--- src/hw/afu_pkg.sv ---
`default_nettype none

package afu_pkg;

    // ============================================================
    // Sizes
    // ============================================================

    // Both copy engines form a single group
    localparam int num_engines = 2;

    // MMIO word index, split into a window and an offset
    localparam int mmio_addr_w = 8;
    localparam int csr_off_w = 3;
    localparam int csr_win_w = mmio_addr_w - csr_off_w;

    // Host addresses count 64-bit lines, not bytes
    localparam int host_addr_w = 32;
    localparam int data_w = 64;

    // Line count and all engine counters share one width
    localparam int count_w = 16;

    // Identifier that software reads to recognize this test
    localparam logic [127:0] afu_test_id =
        128'h7d3a_91c4_2e6f_4b08_a5d1_c03e_98f2_6b17;

    // ============================================================
    // Register map
    // ============================================================

    // Window 0 is global and window e+1 belongs to engine e
    localparam logic [csr_win_w-1:0] csr_win_global = '0;

    // Offsets inside an engine window
    localparam logic [csr_off_w-1:0] csr_src_addr    = 3'd0;
    localparam logic [csr_off_w-1:0] csr_dst_addr    = 3'd1;
    localparam logic [csr_off_w-1:0] csr_num_lines   = 3'd2;
    localparam logic [csr_off_w-1:0] csr_start       = 3'd3;
    localparam logic [csr_off_w-1:0] csr_status      = 3'd4;
    localparam logic [csr_off_w-1:0] csr_reads_done  = 3'd5;
    localparam logic [csr_off_w-1:0] csr_writes_done = 3'd6;
    localparam logic [csr_off_w-1:0] csr_checksum    = 3'd7;

    // ============================================================
    // Port bundles
    // ============================================================

    // At most one strobe is high in a cycle
    typedef struct packed {
        logic                   wr;
        logic                   rd;
        logic [mmio_addr_w-1:0] addr;
        logic [data_w-1:0]      wr_data;
    } mmio_req_t;

    typedef struct packed {
        logic              valid;
        logic [data_w-1:0] data;
    } mmio_rsp_t;

    // The start strobe lasts a single cycle
    typedef struct packed {
        logic [host_addr_w-1:0] src_addr;
        logic [host_addr_w-1:0] dst_addr;
        logic [count_w-1:0]     num_lines;
        logic                   start;
    } eng_cfg_t;

    typedef struct packed {
        logic               active;
        logic [count_w-1:0] reads_done;
        logic [count_w-1:0] writes_done;
        logic [data_w-1:0]  checksum;
    } eng_status_t;

    // Read and write channels are independent and may fire together
    typedef struct packed {
        logic                   rd;
        logic [host_addr_w-1:0] rd_addr;
        logic                   wr;
        logic [host_addr_w-1:0] wr_addr;
        logic [data_w-1:0]      wr_data;
    } host_req_t;

    typedef struct packed {
        logic              rd_valid;
        logic [data_w-1:0] rd_data;
    } host_rsp_t;

endpackage

`default_nettype wire

--- src/hw/csr_mgr.sv ---
`default_nettype none

module csr_mgr
    import afu_pkg::*;
(
    input  logic        clk,
    input  logic        rst_n,
    input  mmio_req_t   mmio_req,
    output mmio_rsp_t   mmio_rsp,
    input  eng_status_t eng_status [num_engines],
    output eng_cfg_t    eng_cfg [num_engines]
);

    // Window and offset of the current MMIO access
    logic [csr_win_w-1:0] win;
    logic [csr_off_w-1:0] off;

    // Stored configuration, start strobe included
    eng_cfg_t cfg_q [num_engines];

    // Read path
    logic [data_w-1:0] rd_data;
    logic              rsp_valid_q;
    logic [data_w-1:0] rsp_data_q;

    // The upper bits pick the window and the lower bits the register
    assign win = mmio_req.addr[mmio_addr_w-1:csr_off_w];
    assign off = mmio_req.addr[csr_off_w-1:0];

    // ============================================================
    // Configuration writes
    // ============================================================

    always_ff @(posedge clk)
    begin
        if (!rst_n)
        begin
            for (int e = 0; e < num_engines; e++)
            begin
                cfg_q[e] <= '0;
            end
        end
        else
        begin
            for (int e = 0; e < num_engines; e++)
            begin
                // Start is a strobe, so it drops again unless rewritten
                cfg_q[e].start <= 1'b0;

                if (mmio_req.wr && (win == csr_win_w'(e + 1)))
                begin
                    case (off)
                        csr_src_addr:
                            cfg_q[e].src_addr <= mmio_req.wr_data[host_addr_w-1:0];
                        csr_dst_addr:
                            cfg_q[e].dst_addr <= mmio_req.wr_data[host_addr_w-1:0];
                        csr_num_lines:
                            cfg_q[e].num_lines <= mmio_req.wr_data[count_w-1:0];
                        // The written value is ignored, only the access counts
                        csr_start:
                            cfg_q[e].start <= 1'b1;
                        default:
                        begin
                            // Status registers are read only
                        end
                    endcase
                end
            end
        end
    end

    assign eng_cfg = cfg_q;

    // ============================================================
    // Read multiplexer
    // ============================================================

    always_comb
    begin
        rd_data = '0;

        if (win == csr_win_global)
        begin
            case (off)
                // Identifier halves, low word first
                3'd0: rd_data = afu_test_id[63:0];
                3'd1: rd_data = afu_test_id[127:64];
                // Engine count sits in the low byte
                3'd2: rd_data = data_w'(8'(num_engines));
                default: rd_data = '0;
            endcase
        end

        // Windows above the last engine match nothing and read zero
        for (int e = 0; e < num_engines; e++)
        begin
            if (win == csr_win_w'(e + 1))
            begin
                case (off)
                    csr_src_addr:    rd_data = data_w'(cfg_q[e].src_addr);
                    csr_dst_addr:    rd_data = data_w'(cfg_q[e].dst_addr);
                    csr_num_lines:   rd_data = data_w'(cfg_q[e].num_lines);
                    csr_status:      rd_data = data_w'(eng_status[e].active);
                    csr_reads_done:  rd_data = data_w'(eng_status[e].reads_done);
                    csr_writes_done: rd_data = data_w'(eng_status[e].writes_done);
                    csr_checksum:    rd_data = eng_status[e].checksum;
                    // The start register has no stored value
                    default:         rd_data = '0;
                endcase
            end
        end
    end

    // Response valid follows the read strobe by exactly one cycle
    always_ff @(posedge clk)
    begin
        if (!rst_n)
        begin
            rsp_valid_q <= 1'b0;
        end
        else
        begin
            rsp_valid_q <= mmio_req.rd;
        end
    end

    // Data is only meaningful alongside the valid flag
    always_ff @(posedge clk)
    begin
        rsp_data_q <= rd_data;
    end

    always_comb
    begin
        mmio_rsp.valid = rsp_valid_q;
        mmio_rsp.data  = rsp_data_q;
    end

endmodule

`default_nettype wire

--- src/hw/host_mem_rdwr_engine.sv ---
`default_nettype none

module host_mem_rdwr_engine
    import afu_pkg::*;
(
    input  logic        clk,
    input  logic        rst_n,
    input  eng_cfg_t    cfg,
    output eng_status_t status,
    output host_req_t   host_req,
    input  host_rsp_t   host_rsp
);

    // ============================================================
    // Job state
    // ============================================================

    logic active_q;

    // Job parameters captured at start so software may reprogram early
    logic [host_addr_w-1:0] src_q;
    logic [host_addr_w-1:0] dst_q;
    logic [count_w-1:0]     num_q;

    // Reads issued so far, any number of them may still be in flight
    logic [count_w-1:0] issue_cnt_q;

    // Responses seen so far, which doubles as the index of the next one
    logic [count_w-1:0] reads_done_q;
    logic [count_w-1:0] writes_done_q;
    logic [data_w-1:0]  checksum_q;

    // Registered write channel
    logic                   wr_q;
    logic [host_addr_w-1:0] wr_addr_q;
    logic [data_w-1:0]      wr_data_q;

    logic start_ok;
    logic rd_issue;
    logic rsp_take;
    logic last_write;

    // A start while busy is dropped
    assign start_ok = cfg.start && !active_q;

    // One read per cycle until every line has been requested
    assign rd_issue = active_q && (issue_cnt_q != num_q);

    // Stray responses outside a job are not counted
    assign rsp_take = active_q && host_rsp.rd_valid;

    // The write that completes the job
    assign last_write = wr_q && ((writes_done_q + count_w'(1)) == num_q);

    // ============================================================
    // Control and counters
    // ============================================================

    always_ff @(posedge clk)
    begin
        if (!rst_n)
        begin
            active_q      <= 1'b0;
            issue_cnt_q   <= '0;
            reads_done_q  <= '0;
            writes_done_q <= '0;
            checksum_q    <= '0;
            wr_q          <= 1'b0;
        end
        else if (start_ok)
        begin
            // Counters restart even for an empty job, which never goes active
            active_q      <= (cfg.num_lines != '0);
            issue_cnt_q   <= '0;
            reads_done_q  <= '0;
            writes_done_q <= '0;
            checksum_q    <= '0;
            wr_q          <= 1'b0;
        end
        else
        begin
            if (rd_issue)
            begin
                issue_cnt_q <= issue_cnt_q + count_w'(1);
            end

            // Each response turns into a write on the next cycle
            wr_q <= rsp_take;
            if (rsp_take)
            begin
                reads_done_q <= reads_done_q + count_w'(1);
                checksum_q   <= checksum_q ^ host_rsp.rd_data;
            end

            if (wr_q)
            begin
                writes_done_q <= writes_done_q + count_w'(1);
            end

            // Active drops on the cycle after the final write
            if (last_write)
            begin
                active_q <= 1'b0;
            end
        end
    end

    // ============================================================
    // Payload registers
    // ============================================================

    always_ff @(posedge clk)
    begin
        if (start_ok)
        begin
            src_q <= cfg.src_addr;
            dst_q <= cfg.dst_addr;
            num_q <= cfg.num_lines;
        end

        // Responses return in order, so the count so far is the line index
        if (rsp_take)
        begin
            wr_addr_q <= dst_q + host_addr_w'(reads_done_q);
            wr_data_q <= host_rsp.rd_data;
        end
    end

    // ============================================================
    // Outputs
    // ============================================================

    always_comb
    begin
        host_req.rd      = rd_issue;
        host_req.rd_addr = src_q + host_addr_w'(issue_cnt_q);
        host_req.wr      = wr_q;
        host_req.wr_addr = wr_addr_q;
        host_req.wr_data = wr_data_q;
    end

    always_comb
    begin
        status.active      = active_q;
        status.reads_done  = reads_done_q;
        status.writes_done = writes_done_q;
        status.checksum    = checksum_q;
    end

endmodule

`default_nettype wire

--- src/hw/afu_top.sv ---
`default_nettype none

module afu_top
    import afu_pkg::*;
(
    input  logic      clk,
    input  logic      rst_n,
    input  mmio_req_t mmio_req,
    output mmio_rsp_t mmio_rsp,
    output host_req_t host_req [num_engines],
    input  host_rsp_t host_rsp [num_engines]
);

    // Configuration flows from the register block to the engines
    eng_cfg_t eng_cfg [num_engines];

    // Status flows back for software to read
    eng_status_t eng_status [num_engines];

    // ============================================================
    // Register block
    // ============================================================

    // Answers every MMIO access, so the host never waits
    csr_mgr csr_mgr_i
    (
        .clk        (clk),
        .rst_n      (rst_n),
        .mmio_req   (mmio_req),
        .mmio_rsp   (mmio_rsp),
        .eng_status (eng_status),
        .eng_cfg    (eng_cfg)
    );

    // ============================================================
    // Copy engines
    // ============================================================

    // Engine e owns host port e and MMIO window e+1
    for (genvar e = 0; e < num_engines; e++)
    begin : g_eng
        host_mem_rdwr_engine eng_i
        (
            .clk      (clk),
            .rst_n    (rst_n),
            .cfg      (eng_cfg[e]),
            .status   (eng_status[e]),
            .host_req (host_req[e]),
            .host_rsp (host_rsp[e])
        );
    end

endmodule

`default_nettype wire

--- config.mk ---
export PLATFORM = sky130hd
export DESIGN_NAME = afu_top
export DESIGN_NICKNAME = d
export VERILOG_FILES = /design/src/hw/afu_pkg.sv /design/src/hw/csr_mgr.sv /design/src/hw/host_mem_rdwr_engine.sv /design/src/hw/afu_top.sv
export SDC_FILE = /design/constraint.sdc
export NUM_CORES = 1
export LEC_CHECK = 0
export ABC_CLOCK_PERIOD_IN_PS = 8189
export BUFFER_PORTS_ARGS = -buffer_cell sky130_fd_sc_hd__buf_2
export CAP_MARGIN = 20
export CORE_UTILIZATION = 64
export CTS_BUF_LIST = sky130_fd_sc_hd__clkbuf_8
export CTS_CLUSTER_DIAMETER = 100
export CTS_CLUSTER_SIZE = 28
export DETAILED_ROUTE_END_ITERATION = 10
export HOLD_SLACK_MARGIN = 0.03
export PLACE_DENSITY_LB_ADDON = 0.08
export SLEW_MARGIN = 0
export SYNTH_ARGS = -nofsm -noshare
export SYNTH_HDL_FRONTEND = slang
export SYNTH_SLANG_ARGS = --single-unit
--- constraint.sdc ---
create_clock -name clk -period 8.19 [get_ports clk]
set_clock_uncertainty 0.1 [all_clocks]
set_input_delay 1.638 -clock clk [delete_from_list [all_inputs] [get_ports clk]]
set_output_delay 1.638 -clock clk [all_outputs]
set_load 0.02 [all_outputs]
=== After elaboration in Yosys (flattened, before gate mapping) ===
Cells that the tools add are included.

* Input bits: 206
* Bits in registers: 807

* Bitwise gates (word level): 3
* Add/sub/neg operators: 10
* Eq/ne operators: 13
* Reduce and logical (&&, ||, !) cells: 28
* Mux-type cells: 11

{| class="wikitable"
|+ Operators by type and width
! operator !! number
|-
| case mux 64 bit (7 select lines) || 2
|-
| two-way mux 64 bit || 3
|-
| case mux 64 bit (3 select lines) || 1
|-
| adder 32 x 16 -> 32 bit || 4
|-
| XOR 64 bit || 2
|-
| adder 16 x 1 -> 16 bit (second input constant) || 6
|-
| == test 16 bit || 2
|-
| inequality test 16 bit || 2
|-
| nonzero test 16 bit || 2
|-
| AND reduction 2 bit || 8
|-
| == test 3 bit (second input constant) || 4
|-
| logical AND 1 bit || 10
|-
| == test 3 x 2 -> 1 bit (second input constant) || 2
|-
| == test 5 x 1 -> 1 bit (second input constant) || 1
|-
| == test 5 x 2 -> 1 bit (second input constant) || 1
|-
| logical NOT 5 bit || 1
|-
| two-way mux 1 bit || 5
|-
| nonzero test 2 bit || 2
|-
| OR reduction 2 bit || 2
|-
| == test 3 x 1 -> 1 bit (second input constant) || 1
|-
| logical NOT 3 bit || 1
|-
| logical NOT 1 bit || 2
|-
| inverter 1 bit || 1
|}

=== Logic depth before layout (Yosys ltp) ===
* Depth in word-level cells: 5
* Mapped depth: 10

=== Hierarchy ===
Synthesis repeated with hierarchy kept, for this count alone.

* Cell total of the unflattened synthesis: 3445
* Area total of the unflattened synthesis: 36638.9 um^2

{| class="wikitable"
|+ Modules (own cells, without submodules)
! module !! cells an instance !! instances !! seq. area each (um^2) !! area an instance (um^2)
|-
| host_mem_rdwr_engine at g_eng[1].eng_i || 1202 || 1 || 7567.3 || 13341.5
|-
| host_mem_rdwr_engine at g_eng[0].eng_i || 1102 || 1 || 7567.3 || 12754.7
|-
| csr_mgr || 1141 || 1 || 4544.4 || 10542.6
|}

=== Worst setup path after synthesis ===
No wires, ideal clock.

* Path kind: input-to-reg
* Start point: input host_rsp[64] in the netlist's numbering
* End point: register g_eng[1].eng_i.checksum_q[0]
* Path buffers: 2
* Arrival: 5307 ps
* Slack: 2655 ps
* Data required time: 7962 ps
* Library setup time: 128 ps
* Stages on the path: 6
* Cell sequence: and2_1 clkbuf_1 clkbuf_1 nand2_1 xor2_1 nor2_1

* Cells in the longest elaborated chain, start to end: 1

{| class="wikitable"
|+ Ends and longest elaborated chain
! element !! RTL line !! text
|-
| from (decl) || afu_top.sv:11 || <nowiki>input host_rsp_t host_rsp [num_engines]</nowiki>
|-
| logical AND 1 bit || host_mem_rdwr_engine.sv:50 || <nowiki>assign rsp_take = active_q && host_rsp.rd_valid;</nowiki>
|-
| net g_eng[1].eng_i.rsp_take || host_mem_rdwr_engine.sv:40 || <nowiki>logic rsp_take;</nowiki>
|-
| to (signal assigned) || host_mem_rdwr_engine.sv:92 || <nowiki>checksum_q <= checksum_q ^ host_rsp.rd_data;</nowiki>
|-
| to (decl) || host_mem_rdwr_engine.sv:31 || <nowiki>logic [data_w-1:0] checksum_q;</nowiki>
|}

The timed path passes the listed nets, and every way through them passes these cells.
A chain may end at the register's enable or synchronous reset.

==> results.sh <==
export IMPL_cts_tree="done"
export IMPL_nFillCells=3937
export IMPL_synth_top_family_by_area="simple AND/OR/NAND/NOR gates"
export IMPL_use_met1=0.490
export IMPL_clock_sinks=807
export IMPL_port_buffers=498
export IMPL_synth_common_cells="nand2_1 (566), dfxtp_1 (455), edfxtp_1 (352), nor2_1 (349), xor2_1 (249)"
export IMPL_core_area_mm2=0.0537
export IMPL_maxSlewHeadroom=0.254
export IMPL_wire_per_inst_um=22.9
export IMPL_drive_gt1_frac=0.163
export IMPL_yosysMostFrequentCell="nand2_1"
export IMPL_start_kind="flop"
export IMPL_cts_resized=0
export IMPL_crit_start="g_eng[1].eng_i.issue_cnt_q[0]$_SDFFE_PP0P_"
export IMPL_async_flop_share=0
export IMPL_fin_crit_ns=5.93
export IMPL_grt_pass1_vias=25456
export IMPL_drc=0
export IMPL_rsz0062_at_grt="no"
export IMPL_nNetsFinal=4007
export IMPL_cts_path_max_buffers=3
export IMPL_clk_latency_ns=0.70
export IMPL_synthToLayoutAreaGrowth_pct=10.5
export IMPL_met2_usage=0.598
export IMPL_synth_cell_types=74
export IMPL_grt_busiest_layer="met2"
export IMPL_synth_edf_count=352
export IMPL_finalNonFillerCells=4453
export IMPL_antenna_found_initial=7
export IMPL_ys_ff_latch=807
export IMPL_ys_warnings_count=0
export IMPL_rows=85
export IMPL_slew_viol_final=0
export IMPL_multi_input_area_mm2=0.0143
export IMPL_drt_pass1_iterations=7
export IMPL_yosysTopAreaCell="edfxtp_1"
export IMPL_h_tree_depth=2
export IMPL_vias=26944
export IMPL_hold_viol=0
export IMPL_hp_start="csr_mgr_i.eng_cfg[53]$_SDFFE_PN0P_"
export IMPL_critical_path_class="flop to output pin"
export IMPL_worst_ir_drop_vdd_mv=0.171
export IMPL_hold_class="flop to flop"
export IMPL_place_ws_ns=3.07
export IMPL_synth_cells=3325
export IMPL_setup_ws_ns=2.26
export IMPL_rr_startpoint="g_eng[0].eng_i.reads_done_q[1]$_SDFFE_PP0P_"
export IMPL_tightest_slew_ns=1.12
export IMPL_die_y_um=235
export IMPL_drv_cap=0
export IMPL_place_congestion=0.929
export IMPL_synth_xor_area_frac=0.0971
export IMPL_gr_total_overflow=0
export IMPL_avgSynthCellArea_um2=10.4
export IMPL_viasPerCell=6.05
export IMPL_p_leak_uw=0.0138
export IMPL_ys_seq_area_frac=0.567
export IMPL_numCtsBuffers=34
export IMPL_netlist_area_leader_share=0.304
export IMPL_power_density_mw_per_mm2=156
export IMPL_arrival_ns=4.19
export IMPL_place_inst=4382
export IMPL_outcome="completed"
export IMPL_syn_num_nets=3605
export IMPL_first_iter_violations=2664
export IMPL_tns_ns=0
export IMPL_setup_viol=0
export IMPL_hpwl_um=75000
export IMPL_grtUsageMet3=0.0473
export IMPL_die_area_mm2=0.0552
export IMPL_synth_area_leaders="edfxtp_1 (30%), dfxtp_1 (26%), xor2_1 (6.3%), nand2_1 (6.1%), nor2_1 (3.8%)"
export IMPL_grt_use_total=0.361
export IMPL_synth_compound_area_share=0.119
export IMPL_die_x_um=235
export IMPL_synthAdderAreaFrac=0.0275
export IMPL_fmax_ghz=0.169
export IMPL_root_buffer="clkbuf_8"
export IMPL_start_util=0.647
export IMPL_ant_nets=0
export IMPL_num_io_pins=531
export IMPL_synth_ff_type="dfxtp_1"
export IMPL_p_total_uw=5970
export IMPL_yosys_area_share_simple=0.148
export IMPL_crit_fanout=6
export IMPL_grt_pass1_wl_um=152000
export IMPL_end_kind="output pin"
export IMPL_grt_max_degree=89
export IMPL_regArea_mm2=0.0197
export IMPL_fin_crit_sh=0.724
export IMPL_netlist_area_mm2=0.0347
export IMPL_cts_hold_fix_buffers=0
export IMPL_clkSlewWorstSetupHoldPaths_ns=0.16
export IMPL_muxShareOfSynthArea=0.0191
export IMPL_cts_setup_buffers=0
export IMPL_drt_total_wl_um=102000
export IMPL_cp_required_ns=6.45
==> metrics by stage <==
step | hold WS (ns) | cell area [um^2] | utilization
floorplan | 0.326 | 34700 | -
global placement | 0.336 | 37700 | 0.702
detailed placement | 0.342 | 37700 | 0.702
CTS | 0.354 | 38300 | 0.713
global route | 0.381 | 38400 | 0.715
finish | 0.361 | 38400 | 0.715
==> path summary, 6_finish.rpt <==
check | to | slack, ns | cells after the start
worst max-delay path | host_req[127] | 2.26 | 10
worst min-delay path | g_eng[1].eng_i.src_q[4]$_DFFE_PP_ | 0.36 | 0
worst max register to register | g_eng[0].eng_i.wr_addr_q[19]$_DFFE_PP_ | 4.76 | 8
worst min register to register | g_eng[1].eng_i.src_q[4]$_DFFE_PP_ | 0.36 | 0
==> report_power, final <==
| group | switching, uW | leakage, uW | internal (uW) | total, uW |
|---|---|---|---|---|
| Sequential | 2.62 | 0.00634 | 4180 | 4180 |
| Combinational | 134 | 0.00711 | 58.9 | 193 |
| Clock | 1180 | 0.000380 | 419 | 1600 |
| Total | 1320 | 0.0138 | 4660 | 5970 |
==> routing by layer <==
layer / part of all wire / up-vias
met5: 0.00034 / -
met2: 0.48 / 1332
li1: - / 12349
met3: 0.084 / 198
met1: 0.40 / 13061
met4: 0.036 / 4
==> layout by cell type (no fill, tap or decap), types with 21 or more instances in the layout <==
cell	n
a21boi_0	162
a21o_1	24
a21oi_1	108
a221o_1	27
a22oi_1	62
a31oi_1	27
and3_1	33
buf_2	499
buf_4	33
clkbuf_8	36
dfxtp_1	455
edfxtp_1	352
ha_1	70
inv_1	55
mux2i_1	55
nand2_1	564
nand3_1	56
nand4_1	49
nor2_1	345
nor3_1	29
o21ai_0	78
or3_1	21
xnor2_1	136
xor2_1	249
==> layout make-up <==
type	count	area share
antenna	6	0.000391
clock buffer	36	0.0129
clock inverter	24	0.00248
inverter	35	0.00342
multi-input combinational	2315	0.373
sequential	807	0.512
tap	696	0.0227
timing repair buffer	534	0.0729
==> flip-flops by register name, summed over array words and instances (netlist names) <==
register	flops
csr_mgr_i.eng_cfg	162
csr_mgr_i.rsp_data_q	64
csr_mgr_i.rsp_valid_q	1
g_eng.eng_i.active_q	2
g_eng.eng_i.checksum_q	128
g_eng.eng_i.dst_q	64
g_eng.eng_i.issue_cnt_q	32
g_eng.eng_i.num_q	32
g_eng.eng_i.reads_done_q	32
g_eng.eng_i.src_q	64
g_eng.eng_i.wr_addr_q	64
g_eng.eng_i.wr_data_q	128
g_eng.eng_i.wr_q	2
g_eng.eng_i.writes_done_q	32
==> worst max-delay path: stages, from the launching register on <==
cell and delay, ns:
dfxtp_1 0.40, ha_1 0.30, fa_1 0.50, a211oi_1 0.28, nor2_1 0.13, o211ai_1 0.28, a21boi_1 0.20, a21oi_1 0.87
nor2_1 0.14, xor2_1 0.17, buf_2 0.20
==> logic make-up (layout without fill, tap and decap cells) <==
group,after synthesis,in the layout
other,0,6
buffers and inverters,203,629
flip-flops,807,807
multiplexers,65,65
AO/OA/AOI/OAI,596,596
XOR/XNOR,385,385
adder cells (fa/ha/maj),74,74
AND/OR/NAND/NOR,1195,1195
Power figures use the tool's default switching activity.
